`src/hdl/rtr_topo_pkg.sv`:
```
// mesh router topology: grid size, port numbering, resource classes and buffer sizing
package rtr_topo_pkg;

   // --------------------
   // mesh geometry
   localparam int coord_w = 3;
   localparam int num_ports = 5;
   localparam int num_neighbors_per_dim = 2;
   localparam int num_net_ports = 4;

   // port indices, network ports first, two per dimension
   localparam int port_xm = 0;
   localparam int port_xp = 1;
   localparam int port_ym = 2;
   localparam int port_yp = 3;
   localparam int port_local = 4;

   // --------------------
   // resource classes
   // class 0 heads for the intermediate node, class 1 for the destination
   localparam int num_resource_classes = 2;
   localparam int rc_last = 1;

   // --------------------
   // buffering and credits
   localparam int in_buf_depth = 8;
   localparam int buf_ptr_w = $clog2(in_buf_depth);
   localparam int out_credits = 4;
   localparam int cnt_w = 3;

   typedef logic [num_ports-1:0] port_vec_t;

endpackage
```
`src/hdl/rtr_flit_pkg.sv`:
```
// flit formats for the router: flit kinds, head and body views, packet handling states
package rtr_flit_pkg;

   // --------------------
   // flit kinds
   typedef enum logic [1:0] {
      fk_head      = 2'd0,
      fk_body      = 2'd1,
      fk_tail      = 2'd2,
      fk_head_tail = 2'd3
   } flit_kind_t;

   // --------------------
   // flit word views
   // head view carries the routing fields, 2+1+4*3+17 = 32 bits
   typedef struct packed {
      flit_kind_t                        kind;
      logic                              rc;
      logic [rtr_topo_pkg::coord_w-1:0]  dest_x;
      logic [rtr_topo_pkg::coord_w-1:0]  dest_y;
      logic [rtr_topo_pkg::coord_w-1:0]  int_x;
      logic [rtr_topo_pkg::coord_w-1:0]  int_y;
      logic [16:0]                       tag;
   } flit_head_t;

   typedef struct packed {
      flit_kind_t   kind;
      logic [29:0]  payload;
   } flit_body_t;

   // kind sits in the same two bits for both views
   typedef union packed {
      flit_head_t  head;
      flit_body_t  body;
   } flit_t;

   // --------------------
   // input controller states
   localparam int ctrl_state_w = 2;
   localparam logic [ctrl_state_w-1:0] ctrl_idle    = 2'd0;
   localparam logic [ctrl_state_w-1:0] ctrl_route   = 2'd1;
   localparam logic [ctrl_state_w-1:0] ctrl_forward = 2'd2;
   localparam logic [ctrl_state_w-1:0] ctrl_discard = 2'd3;

endpackage

```
`src/hdl/rtr_input_port.sv`:
```
// router input port: flit buffer, route compute and filter, controller and credit counter
module rtr_input_port #(
   parameter int port_id = rtr_topo_pkg::port_xp
) (
   input  logic                               clk,
   input  logic                               rst,
   input  logic [rtr_topo_pkg::coord_w-1:0]   my_x,
   input  logic [rtr_topo_pkg::coord_w-1:0]   my_y,
   input  logic                               in_valid,
   input  rtr_flit_pkg::flit_t                in_flit,
   output logic                               credit_out,
   output logic                               out_valid,
   output rtr_flit_pkg::flit_t                out_flit,
   output rtr_topo_pkg::port_vec_t            out_port,
   output logic                               out_rc,
   input  logic                               credit_in,
   output logic                               err_port,
   output logic                               err_class
);
   import rtr_topo_pkg::*;
   import rtr_flit_pkg::*;

   flit_t       buf_flit;
   logic        buf_valid;
   flit_kind_t  head_kind;
   logic        cur_rc;
   port_vec_t   route_op;
   logic        route_rc;
   port_vec_t   filt_op;
   logic        filt_rc;
   logic        filt_err_port;
   logic        filt_err_class;
   logic        route_valid;
   logic        pop;
   logic        consume;
   logic        has_credit;

   // routing fields are read through the head view of the buffer output
   assign head_kind = buf_flit.head.kind;
   assign cur_rc = buf_flit.head.rc;
   assign out_flit = buf_flit;

   rtr_flit_buffer u_buffer (
      .clk      (clk),
      .rst      (rst),
      .wr_valid (in_valid),
      .wr_flit  (in_flit),
      .rd_pop   (pop),
      .rd_flit  (buf_flit),
      .rd_valid (buf_valid)
   );

   rtr_route_compute_desc u_route (
      .head     (buf_flit),
      .my_x     (my_x),
      .my_y     (my_y),
      .route_op (route_op),
      .route_rc (route_rc)
   );

   rtr_route_filter_desc #(
      .port_id (port_id)
   ) u_filter (
      .route_valid  (route_valid),
      .route_in_op  (route_op),
      .route_in_rc  (route_rc),
      .cur_rc       (cur_rc),
      .route_out_op (filt_op),
      .route_out_rc (filt_rc),
      .err_port     (filt_err_port),
      .err_class    (filt_err_class)
   );

   rtr_input_ctrl u_ctrl (
      .clk            (clk),
      .rst            (rst),
      .head_valid     (buf_valid),
      .head_kind      (head_kind),
      .filt_op        (filt_op),
      .filt_rc        (filt_rc),
      .filt_err_port  (filt_err_port),
      .filt_err_class (filt_err_class),
      .has_credit     (has_credit),
      .pop            (pop),
      .consume        (consume),
      .credit_out     (credit_out),
      .out_valid      (out_valid),
      .out_port       (out_port),
      .out_rc         (out_rc),
      .err_port       (err_port),
      .err_class      (err_class),
      .route_valid    (route_valid)
   );

   rtr_credit_counter u_credits (
      .clk           (clk),
      .rst           (rst),
      .consume       (consume),
      .credit_return (credit_in),
      .has_credit    (has_credit)
   );

endmodule

```
`src/hdl/rtr_input_ctrl.sv`:
```
// input port controller: per-packet route capture, then forward or discard to the tail
module rtr_input_ctrl (
   input  logic                       clk,
   input  logic                       rst,
   input  logic                       head_valid,
   input  rtr_flit_pkg::flit_kind_t   head_kind,
   input  rtr_topo_pkg::port_vec_t    filt_op,
   input  logic                       filt_rc,
   input  logic                       filt_err_port,
   input  logic                       filt_err_class,
   input  logic                       has_credit,
   output logic                       pop,
   output logic                       consume,
   output logic                       credit_out,
   output logic                       out_valid,
   output rtr_topo_pkg::port_vec_t    out_port,
   output logic                       out_rc,
   output logic                       err_port,
   output logic                       err_class,
   output logic                       route_valid
);
   import rtr_topo_pkg::*;
   import rtr_flit_pkg::*;

   logic [ctrl_state_w-1:0]  state;
   logic [ctrl_state_w-1:0]  state_next;
   logic                     is_last;
   logic                     fwd_fire;
   logic                     drop_fire;
   port_vec_t                route_op_q;
   logic                     route_rc_q;
   logic                     err_port_q;
   logic                     err_class_q;

   assign is_last = (head_kind == fk_tail) || (head_kind == fk_head_tail);
   assign route_valid = (state == ctrl_idle);

   // --------------------
   // per-cycle pop decision
   assign fwd_fire = (state == ctrl_forward) && head_valid && has_credit;
   assign drop_fire = (state == ctrl_discard) && head_valid;

   assign out_valid = fwd_fire;
   assign consume = fwd_fire;
   assign pop = fwd_fire || drop_fire;
   // every flit leaving the buffer frees one upstream credit
   assign credit_out = pop;

   assign out_port = route_op_q;
   assign out_rc = route_rc_q;
   assign err_port = err_port_q;
   assign err_class = err_class_q;

   // --------------------
   // state machine
   always_comb begin
      state_next = state;
      case (state)
         ctrl_idle: begin
            if (head_valid) begin
               state_next = ctrl_route;
            end
         end
         ctrl_route: begin
            state_next = (err_port_q || err_class_q) ? ctrl_discard : ctrl_forward;
         end
         ctrl_forward: begin
            if (fwd_fire && is_last) begin
               state_next = ctrl_idle;
            end
         end
         default: begin
            if (drop_fire && is_last) begin
               state_next = ctrl_idle;
            end
         end
      endcase
   end

   always_ff @(posedge clk) begin
      if (rst) begin
         state <= ctrl_idle;
         err_port_q <= 1'b0;
         err_class_q <= 1'b0;
      end else begin
         state <= state_next;
         // flags only live for the ROUTE cycle
         err_port_q <= route_valid && head_valid && filt_err_port;
         err_class_q <= route_valid && head_valid && filt_err_class;
      end
   end

   // route held for the body flits of the packet
   always_ff @(posedge clk) begin
      if (route_valid && head_valid) begin
         route_op_q <= filt_op;
         route_rc_q <= filt_rc;
      end
   end

endmodule

```
`src/hdl/rtr_route_filter_desc.sv`:
```
// route filter for descending dimension order: masks illegal turns and classes, flags errors
module rtr_route_filter_desc #(
   parameter int port_id = 0
) (
   input  logic                     route_valid,
   input  rtr_topo_pkg::port_vec_t  route_in_op,
   input  logic                     route_in_rc,
   input  logic                     cur_rc,
   output rtr_topo_pkg::port_vec_t  route_out_op,
   output logic                     route_out_rc,
   output logic                     err_port,
   output logic                     err_class
);
   import rtr_topo_pkg::*;

   port_vec_t  blocked;
   logic       last_class;
   logic       class_ok;

   assign last_class = (int'(cur_rc) == rc_last);

   // --------------------
   // port rules
   always_comb begin
      for (int op = 0; op < num_ports; op++) begin
         if (op < num_net_ports) begin
            // in the last class no u-turn, and no step back up to a higher dimension
            blocked[op] = last_class &&
                          ((op == port_id) ||
                           ((op / num_neighbors_per_dim > port_id / num_neighbors_per_dim) &&
                            (port_id < num_net_ports)));
         end else begin
            blocked[op] = (op == port_id);
         end
      end
   end

   assign route_out_op = route_in_op & ~blocked;

   // --------------------
   // class rules
   // a hop either keeps the class or advances by one
   assign class_ok = (int'(route_in_rc) < num_resource_classes) &&
                     ((int'(route_in_rc) == int'(cur_rc)) ||
                      (int'(route_in_rc) == int'(cur_rc) + 1));

   assign route_out_rc = class_ok ? route_in_rc : cur_rc;

   // empty request counts as a port error too
   assign err_port = route_valid && ((|(route_in_op & blocked)) || !(|route_in_op));
   assign err_class = route_valid && !class_ok;

endmodule

```
`src/hdl/rtr_route_compute_desc.sv`:
```
// route computation for a head flit: phased dimension-order, y resolved before x
module rtr_route_compute_desc (
   input  rtr_flit_pkg::flit_t                 head,
   input  logic [rtr_topo_pkg::coord_w-1:0]    my_x,
   input  logic [rtr_topo_pkg::coord_w-1:0]    my_y,
   output rtr_topo_pkg::port_vec_t             route_op,
   output logic                                route_rc
);
   import rtr_topo_pkg::*;

   logic                at_int;
   logic                next_rc;
   logic [coord_w-1:0]  tgt_x;
   logic [coord_w-1:0]  tgt_y;

   // --------------------
   // phase handling
   // reaching the intermediate node moves a class-0 packet into class 1
   assign at_int = (head.head.int_x == my_x) && (head.head.int_y == my_y);
   assign next_rc = head.head.rc || at_int;

   assign tgt_x = next_rc ? head.head.dest_x : head.head.int_x;
   assign tgt_y = next_rc ? head.head.dest_y : head.head.int_y;

   assign route_rc = next_rc;

   // --------------------
   // output port selection
   always_comb begin
      route_op = '0;
      if (tgt_y > my_y) begin
         route_op[port_yp] = 1'b1;
      end else if (tgt_y < my_y) begin
         route_op[port_ym] = 1'b1;
      end else if (tgt_x > my_x) begin
         route_op[port_xp] = 1'b1;
      end else if (tgt_x < my_x) begin
         route_op[port_xm] = 1'b1;
      end else begin
         // target reached, eject here
         route_op[port_local] = 1'b1;
      end
   end

endmodule

```
`src/hdl/rtr_credit_counter.sv`:
```
// downstream credit counter: one credit per sent flit, one back per returned pulse
module rtr_credit_counter (
   input  logic  clk,
   input  logic  rst,
   input  logic  consume,
   input  logic  credit_return,
   output logic  has_credit
);
   import rtr_topo_pkg::*;

   logic [cnt_w-1:0] count;

   assign has_credit = (count != '0);

   // a consume and a return in the same cycle cancel out
   always_ff @(posedge clk) begin
      if (rst) begin
         count <= cnt_w'(out_credits);
      end else begin
         case ({consume, credit_return})
            2'b10: count <= count - 1'b1;
            2'b01: count <= count + 1'b1;
            default: count <= count;
         endcase
      end
   end

endmodule

```
`src/hdl/rtr_flit_buffer.sv`:
```
// input flit buffer: circular FIFO filled by the upstream router against credits
module rtr_flit_buffer (
   input  logic                 clk,
   input  logic                 rst,
   input  logic                 wr_valid,
   input  rtr_flit_pkg::flit_t  wr_flit,
   input  logic                 rd_pop,
   output rtr_flit_pkg::flit_t  rd_flit,
   output logic                 rd_valid
);
   import rtr_topo_pkg::*;
   import rtr_flit_pkg::*;

   flit_t               mem [in_buf_depth];
   logic [buf_ptr_w-1:0] wr_ptr;
   logic [buf_ptr_w-1:0] rd_ptr;
   logic [buf_ptr_w:0]   count;
   logic                 do_pop;

   // popping an empty buffer is ignored
   assign do_pop = rd_pop && rd_valid;

   assign rd_valid = (count != '0);
   assign rd_flit = mem[rd_ptr];

   // flit storage
   always_ff @(posedge clk) begin
      if (wr_valid) begin
         mem[wr_ptr] <= wr_flit;
      end
   end

   // --------------------
   // pointers and occupancy
   always_ff @(posedge clk) begin
      if (rst) begin
         wr_ptr <= '0;
         rd_ptr <= '0;
         count <= '0;
      end else begin
         if (wr_valid) begin
            wr_ptr <= wr_ptr + 1'b1;
         end
         if (do_pop) begin
            rd_ptr <= rd_ptr + 1'b1;
         end
         if (wr_valid && !do_pop) begin
            count <= count + 1'b1;
         end else if (!wr_valid && do_pop) begin
            count <= count - 1'b1;
         end
      end
   end

endmodule

```
`config.mk`:
```
export PLATFORM = sky130hd
export DESIGN_NAME = rtr_input_port
export DESIGN_NICKNAME = d
export VERILOG_FILES = /design/src/hdl/rtr_topo_pkg.sv /design/src/hdl/rtr_flit_pkg.sv /design/src/hdl/rtr_input_port.sv /design/src/hdl/rtr_input_ctrl.sv /design/src/hdl/rtr_route_filter_desc.sv /design/src/hdl/rtr_route_compute_desc.sv /design/src/hdl/rtr_credit_counter.sv /design/src/hdl/rtr_flit_buffer.sv
export SDC_FILE = /design/constraint.sdc
export NUM_CORES = 1
export LEC_CHECK = 0
export BUFFER_PORTS_ARGS = -buffer_cell sky130_fd_sc_hd__buf_2
export CAP_MARGIN = 0
export CORE_UTILIZATION = 60
export CTS_CLUSTER_SIZE = 25
export DETAILED_ROUTE_END_ITERATION = 12
export PLACE_DENSITY = 0.87
export SYNTH_ARGS = -nofsm -noshare
export SYNTH_HDL_FRONTEND = slang
export SYNTH_HIERARCHICAL = 1
export SYNTH_SLANG_ARGS = --single-unit
export TNS_END_PERCENT = 5
```
`constraint.sdc`:
```
create_clock -name clk -period 4.3 [get_ports clk]
set_input_delay 0.215 -clock clk [delete_from_list [all_inputs] [get_ports clk]]
set_output_delay 0.215 -clock clk [all_outputs]
set_load 0.01 [all_outputs]
```
==> flow_metrics.tcl <==
set metrics [dict create \
    outcome "complete, no violations" \
    irDropWorstVdd_uv 381.2 \
    die_w_um 140.0 \
    grt_max_degree 33 \
    dieArea_um2 19590 \
    setup_viol 0 \
    overflow 0 \
    ant_nets 0 \
    drive_above_1_share 0.3206 \
    dp_hpwl_um 13080 \
    htreeDepth 1 \
    yosysUniqueCellTypes 43 \
    cts_tree "built" \
    grt_first_pass_wirelength_um 34510 \
    clk_path_buf_depth 3 \
    place_congestion 0.8959 \
    grt_usage 0.2408 \
    tightest_slew_ns 0.7917 \
    fin_tns_setup_ns 0 \
    cts-buffers-inserted 27 \
    num_rows 50 \
    final_common_cell "edfxtp_1" \
    grt_pass1_vias 6006 \
    rr_worst_depth 15 \
    yosys_warnings 6 \
    area_growth_syn_to_layout_pct 17.62 \
    clkTransAtPathRegs_ns 0.06 \
    synth_area_um2 11420 \
    firstDrtPassIters 5 \
    seq_area_frac_synth 0.7239 \
    maxCapViolCount 0 \
    vias 5721 \
    period_needed_ns 4.074 \
    syn_area_per_cell_um2 21.07 \
    ios 84 \
    power.leakage_nw 4.651 \
    insertion_delay_ns 0.53 \
    antenna_found_initial 1 \
    nNetsFinal 751 \
    finalCritPeriodShare 0.9475 \
    coreArea_um2 18710 \
    cts_root_buf "clkbuf_16" \
    syn_inst 542 \
    slew_headroom 0.4710 \
    crit_arrival_ns 4.48 \
    maxSlewViolCount 0 \
    holdPathEnd "u_buffer/wr_ptr[0]$_SDFFE_PP0P_" \
    powerDensity_nw_per_um2 482.7 \
    clock.fmax_mhz 245.5 \
    wl_per_cell_um 23.98 \
    endpoint_kind "flip-flop" \
    cp.required_ns 4.71 \
    finalClockSkew_ns 0.006303 \
    io_buffers 83 \
    ys_ff_latch 282 \
    min-delay-start "in_valid" \
    hp-class "in2reg" \
    routed_via_density 6.086 \
    multi_input_area_um2 3008 \
    drc_errors 0 \
    syn-num-nets 603 \
    hold_violations 0 \
    cp-start-kind "flip-flop" \
    min_path_cells 3 \
    drt_iter0_drc 452 \
    power_mw 6.484 \
    fill_cells 1033 \
    wl_um 22540 \
    path_class "reg2reg" \
    start_util 0.6106 \
    reg2reg_to "u_ctrl/err_port$_SDFF_PP0_" \
    die_h_um 140.0 \
    seq_area_um2 8274 \
    rsz0062_at_grt "false" \
    clock-sinks 282 \
    rrSetupSlack_ns 0.23 \
    path_max_fanout 10 \
    final_cell_mix "262 x edfxtp_1, 83 x buf_2, 40 x mux4_1" \
]
[cell families (layout without fill, tap and decap cells)]
group / Yosys count / after routing / synth area share
flops: 282 / 282 / 0.7239
compound gates: 18 / 18 / 0.01172
other cells: 0 / 1 / 0
simple gates: 63 / 63 / 0.02848
xor+xnor: 14 / 14 / 0.01074
mux: 109 / 109 / 0.1843
fa+ha+maj: 19 / 19 / 0.02213
buf+inv: 37 / 200 / 0.01873
[state kept, by name (all words and copies together), names as in the netlist, named ones only]
| register | cells |
|---|---|
| u_ctrl/out_rc | 1 |
| u_buffer/rd_ptr | 3 |
| u_buffer/wr_ptr | 3 |
| u_buffer/mem | 256 |
| u_ctrl/err_port | 1 |
| u_ctrl/err_class | 1 |
| u_credits/count | 3 |
| u_buffer/count | 4 |
| u_ctrl/out_port | 5 |
| u_ctrl/state | 2 |
[area by class of cell]
class	count	share of cell area
Antenna cell	1	0.0001863
Clock buffer	32	0.05170
Clock inverter	12	0.01053
Inverter	13	0.003633
Multi-Input combinational cell	223	0.2239
Sequential cell	282	0.6160
Tap cell	234	0.02180
Timing Repair Buffer	143	0.07228
[where the power goes]
group / switching [mW] / internal (mW)
clock network: 0.955 / 1.32
registers: 0.0661 / 3.14
logic: 0.514 / 0.484
total: 1.53 / 4.95
[cells in the mapped netlist (all sizes together)]
cell type	n	area share
o21ai	3	0.0013
ha	17	0.019
or3	1	0.00055
edfxtp	262	0.69
and3	1	0.00055
or2	1	0.00055
inv	13	0.0043
buf	20	0.013
nor4	1	0.0011
o21ba	1	0.00088
nand2b	5	0.0027
xor2	10	0.0077
nor3b	3	0.0020
nor3	4	0.0018
nor2b	7	0.0038
mux4	64	0.14
a31oi	2	0.0024
nand2	8	0.0026
a211oi	2	0.0018
xnor2	4	0.0031
and3b	1	0.00088
a21o	2	0.0013
o21a	1	0.00066
fa	2	0.0035
or3b	2	0.0015
clkbuf	4	0.0013
dfxtp	20	0.035
nor2	23	0.0076
nand3	5	0.0022
mux2i	7	0.0061
mux2	38	0.039
or4	1	0.00066
a311oi	1	0.00077
a21oi	6	0.0026
[what timing repair did]
action / CTS / global route
hold buffers: 32 / 0
setup buffers: 0 / 11
endpoints found under the setup margin: 0 / 1
endpoints found under the hold margin: 256 / 0
gates resized for setup: 0 / 4
[stage by stage]
step,hold WS [ns],setup WS (ns),cells,util,area (um2)
floorplan,0.2874,0.3055,542,-,11420
global placement,0.4662,0.3213,852,0.6497,12150
detailed placement,0.4847,0.1514,852,0.6497,12150
CTS,0.03142,0.08947,928,0.7115,13310
global route,0.07690,0.03832,940,0.7181,13430
finish,0.03696,0.2259,940,0.7181,13430
[layer usage]
| layer | routed length, um | vias up | GRT usage |
|---|---|---|---|
| met5 | 0 | - | 0 |
| met4 | 532 | 0 | 0.08733 |
| met3 | 1479 | 43 | 0.05094 |
| met2 | 11150 | 210 | 0.3987 |
| met1 | 9377 | 2947 | 0.3200 |
| li1 | - | 2521 | - |
[critical path, stage by stage, from the launching register on]
cell,delay (ns)
dfxtp_4,0.44
buf_4,0.14
mux4_1,0.54
mux2_2,0.32
xor2_1,0.18
nor4_2,0.32
a31oi_4,0.13
buf_4,0.19
mux2_4,0.30
ha_1,0.31
nand3_1,0.11
a21oi_1,0.17
nor3b_1,0.37
or3b_1,0.20
mux2i_1,0.07
nor3b_2,0.15
[worst max path at each step]
| stage | from | endpoint | slack, ns | depth (start not counted) |
|---|---|---|---|---|
| after floorplan | flip-flop | u_ctrl/err_port$_SDFF_PP0_ | 0.31 | 16 |
| after global placement | flip-flop | u_ctrl/err_port$_SDFF_PP0_ | 0.32 | 14 |
| after detailed placement | flip-flop | u_ctrl/err_port$_SDFF_PP0_ | 0.15 | 14 |
| after CTS | flip-flop | u_ctrl/err_port$_SDFF_PP0_ | 0.09 | 14 |
| after global routing | flip-flop | u_ctrl/err_port$_SDFF_PP0_ | 0.04 | 15 |
| final | flip-flop | u_ctrl/err_port$_SDFF_PP0_ | 0.23 | 15 |
(Power assumes the default switching activity.)
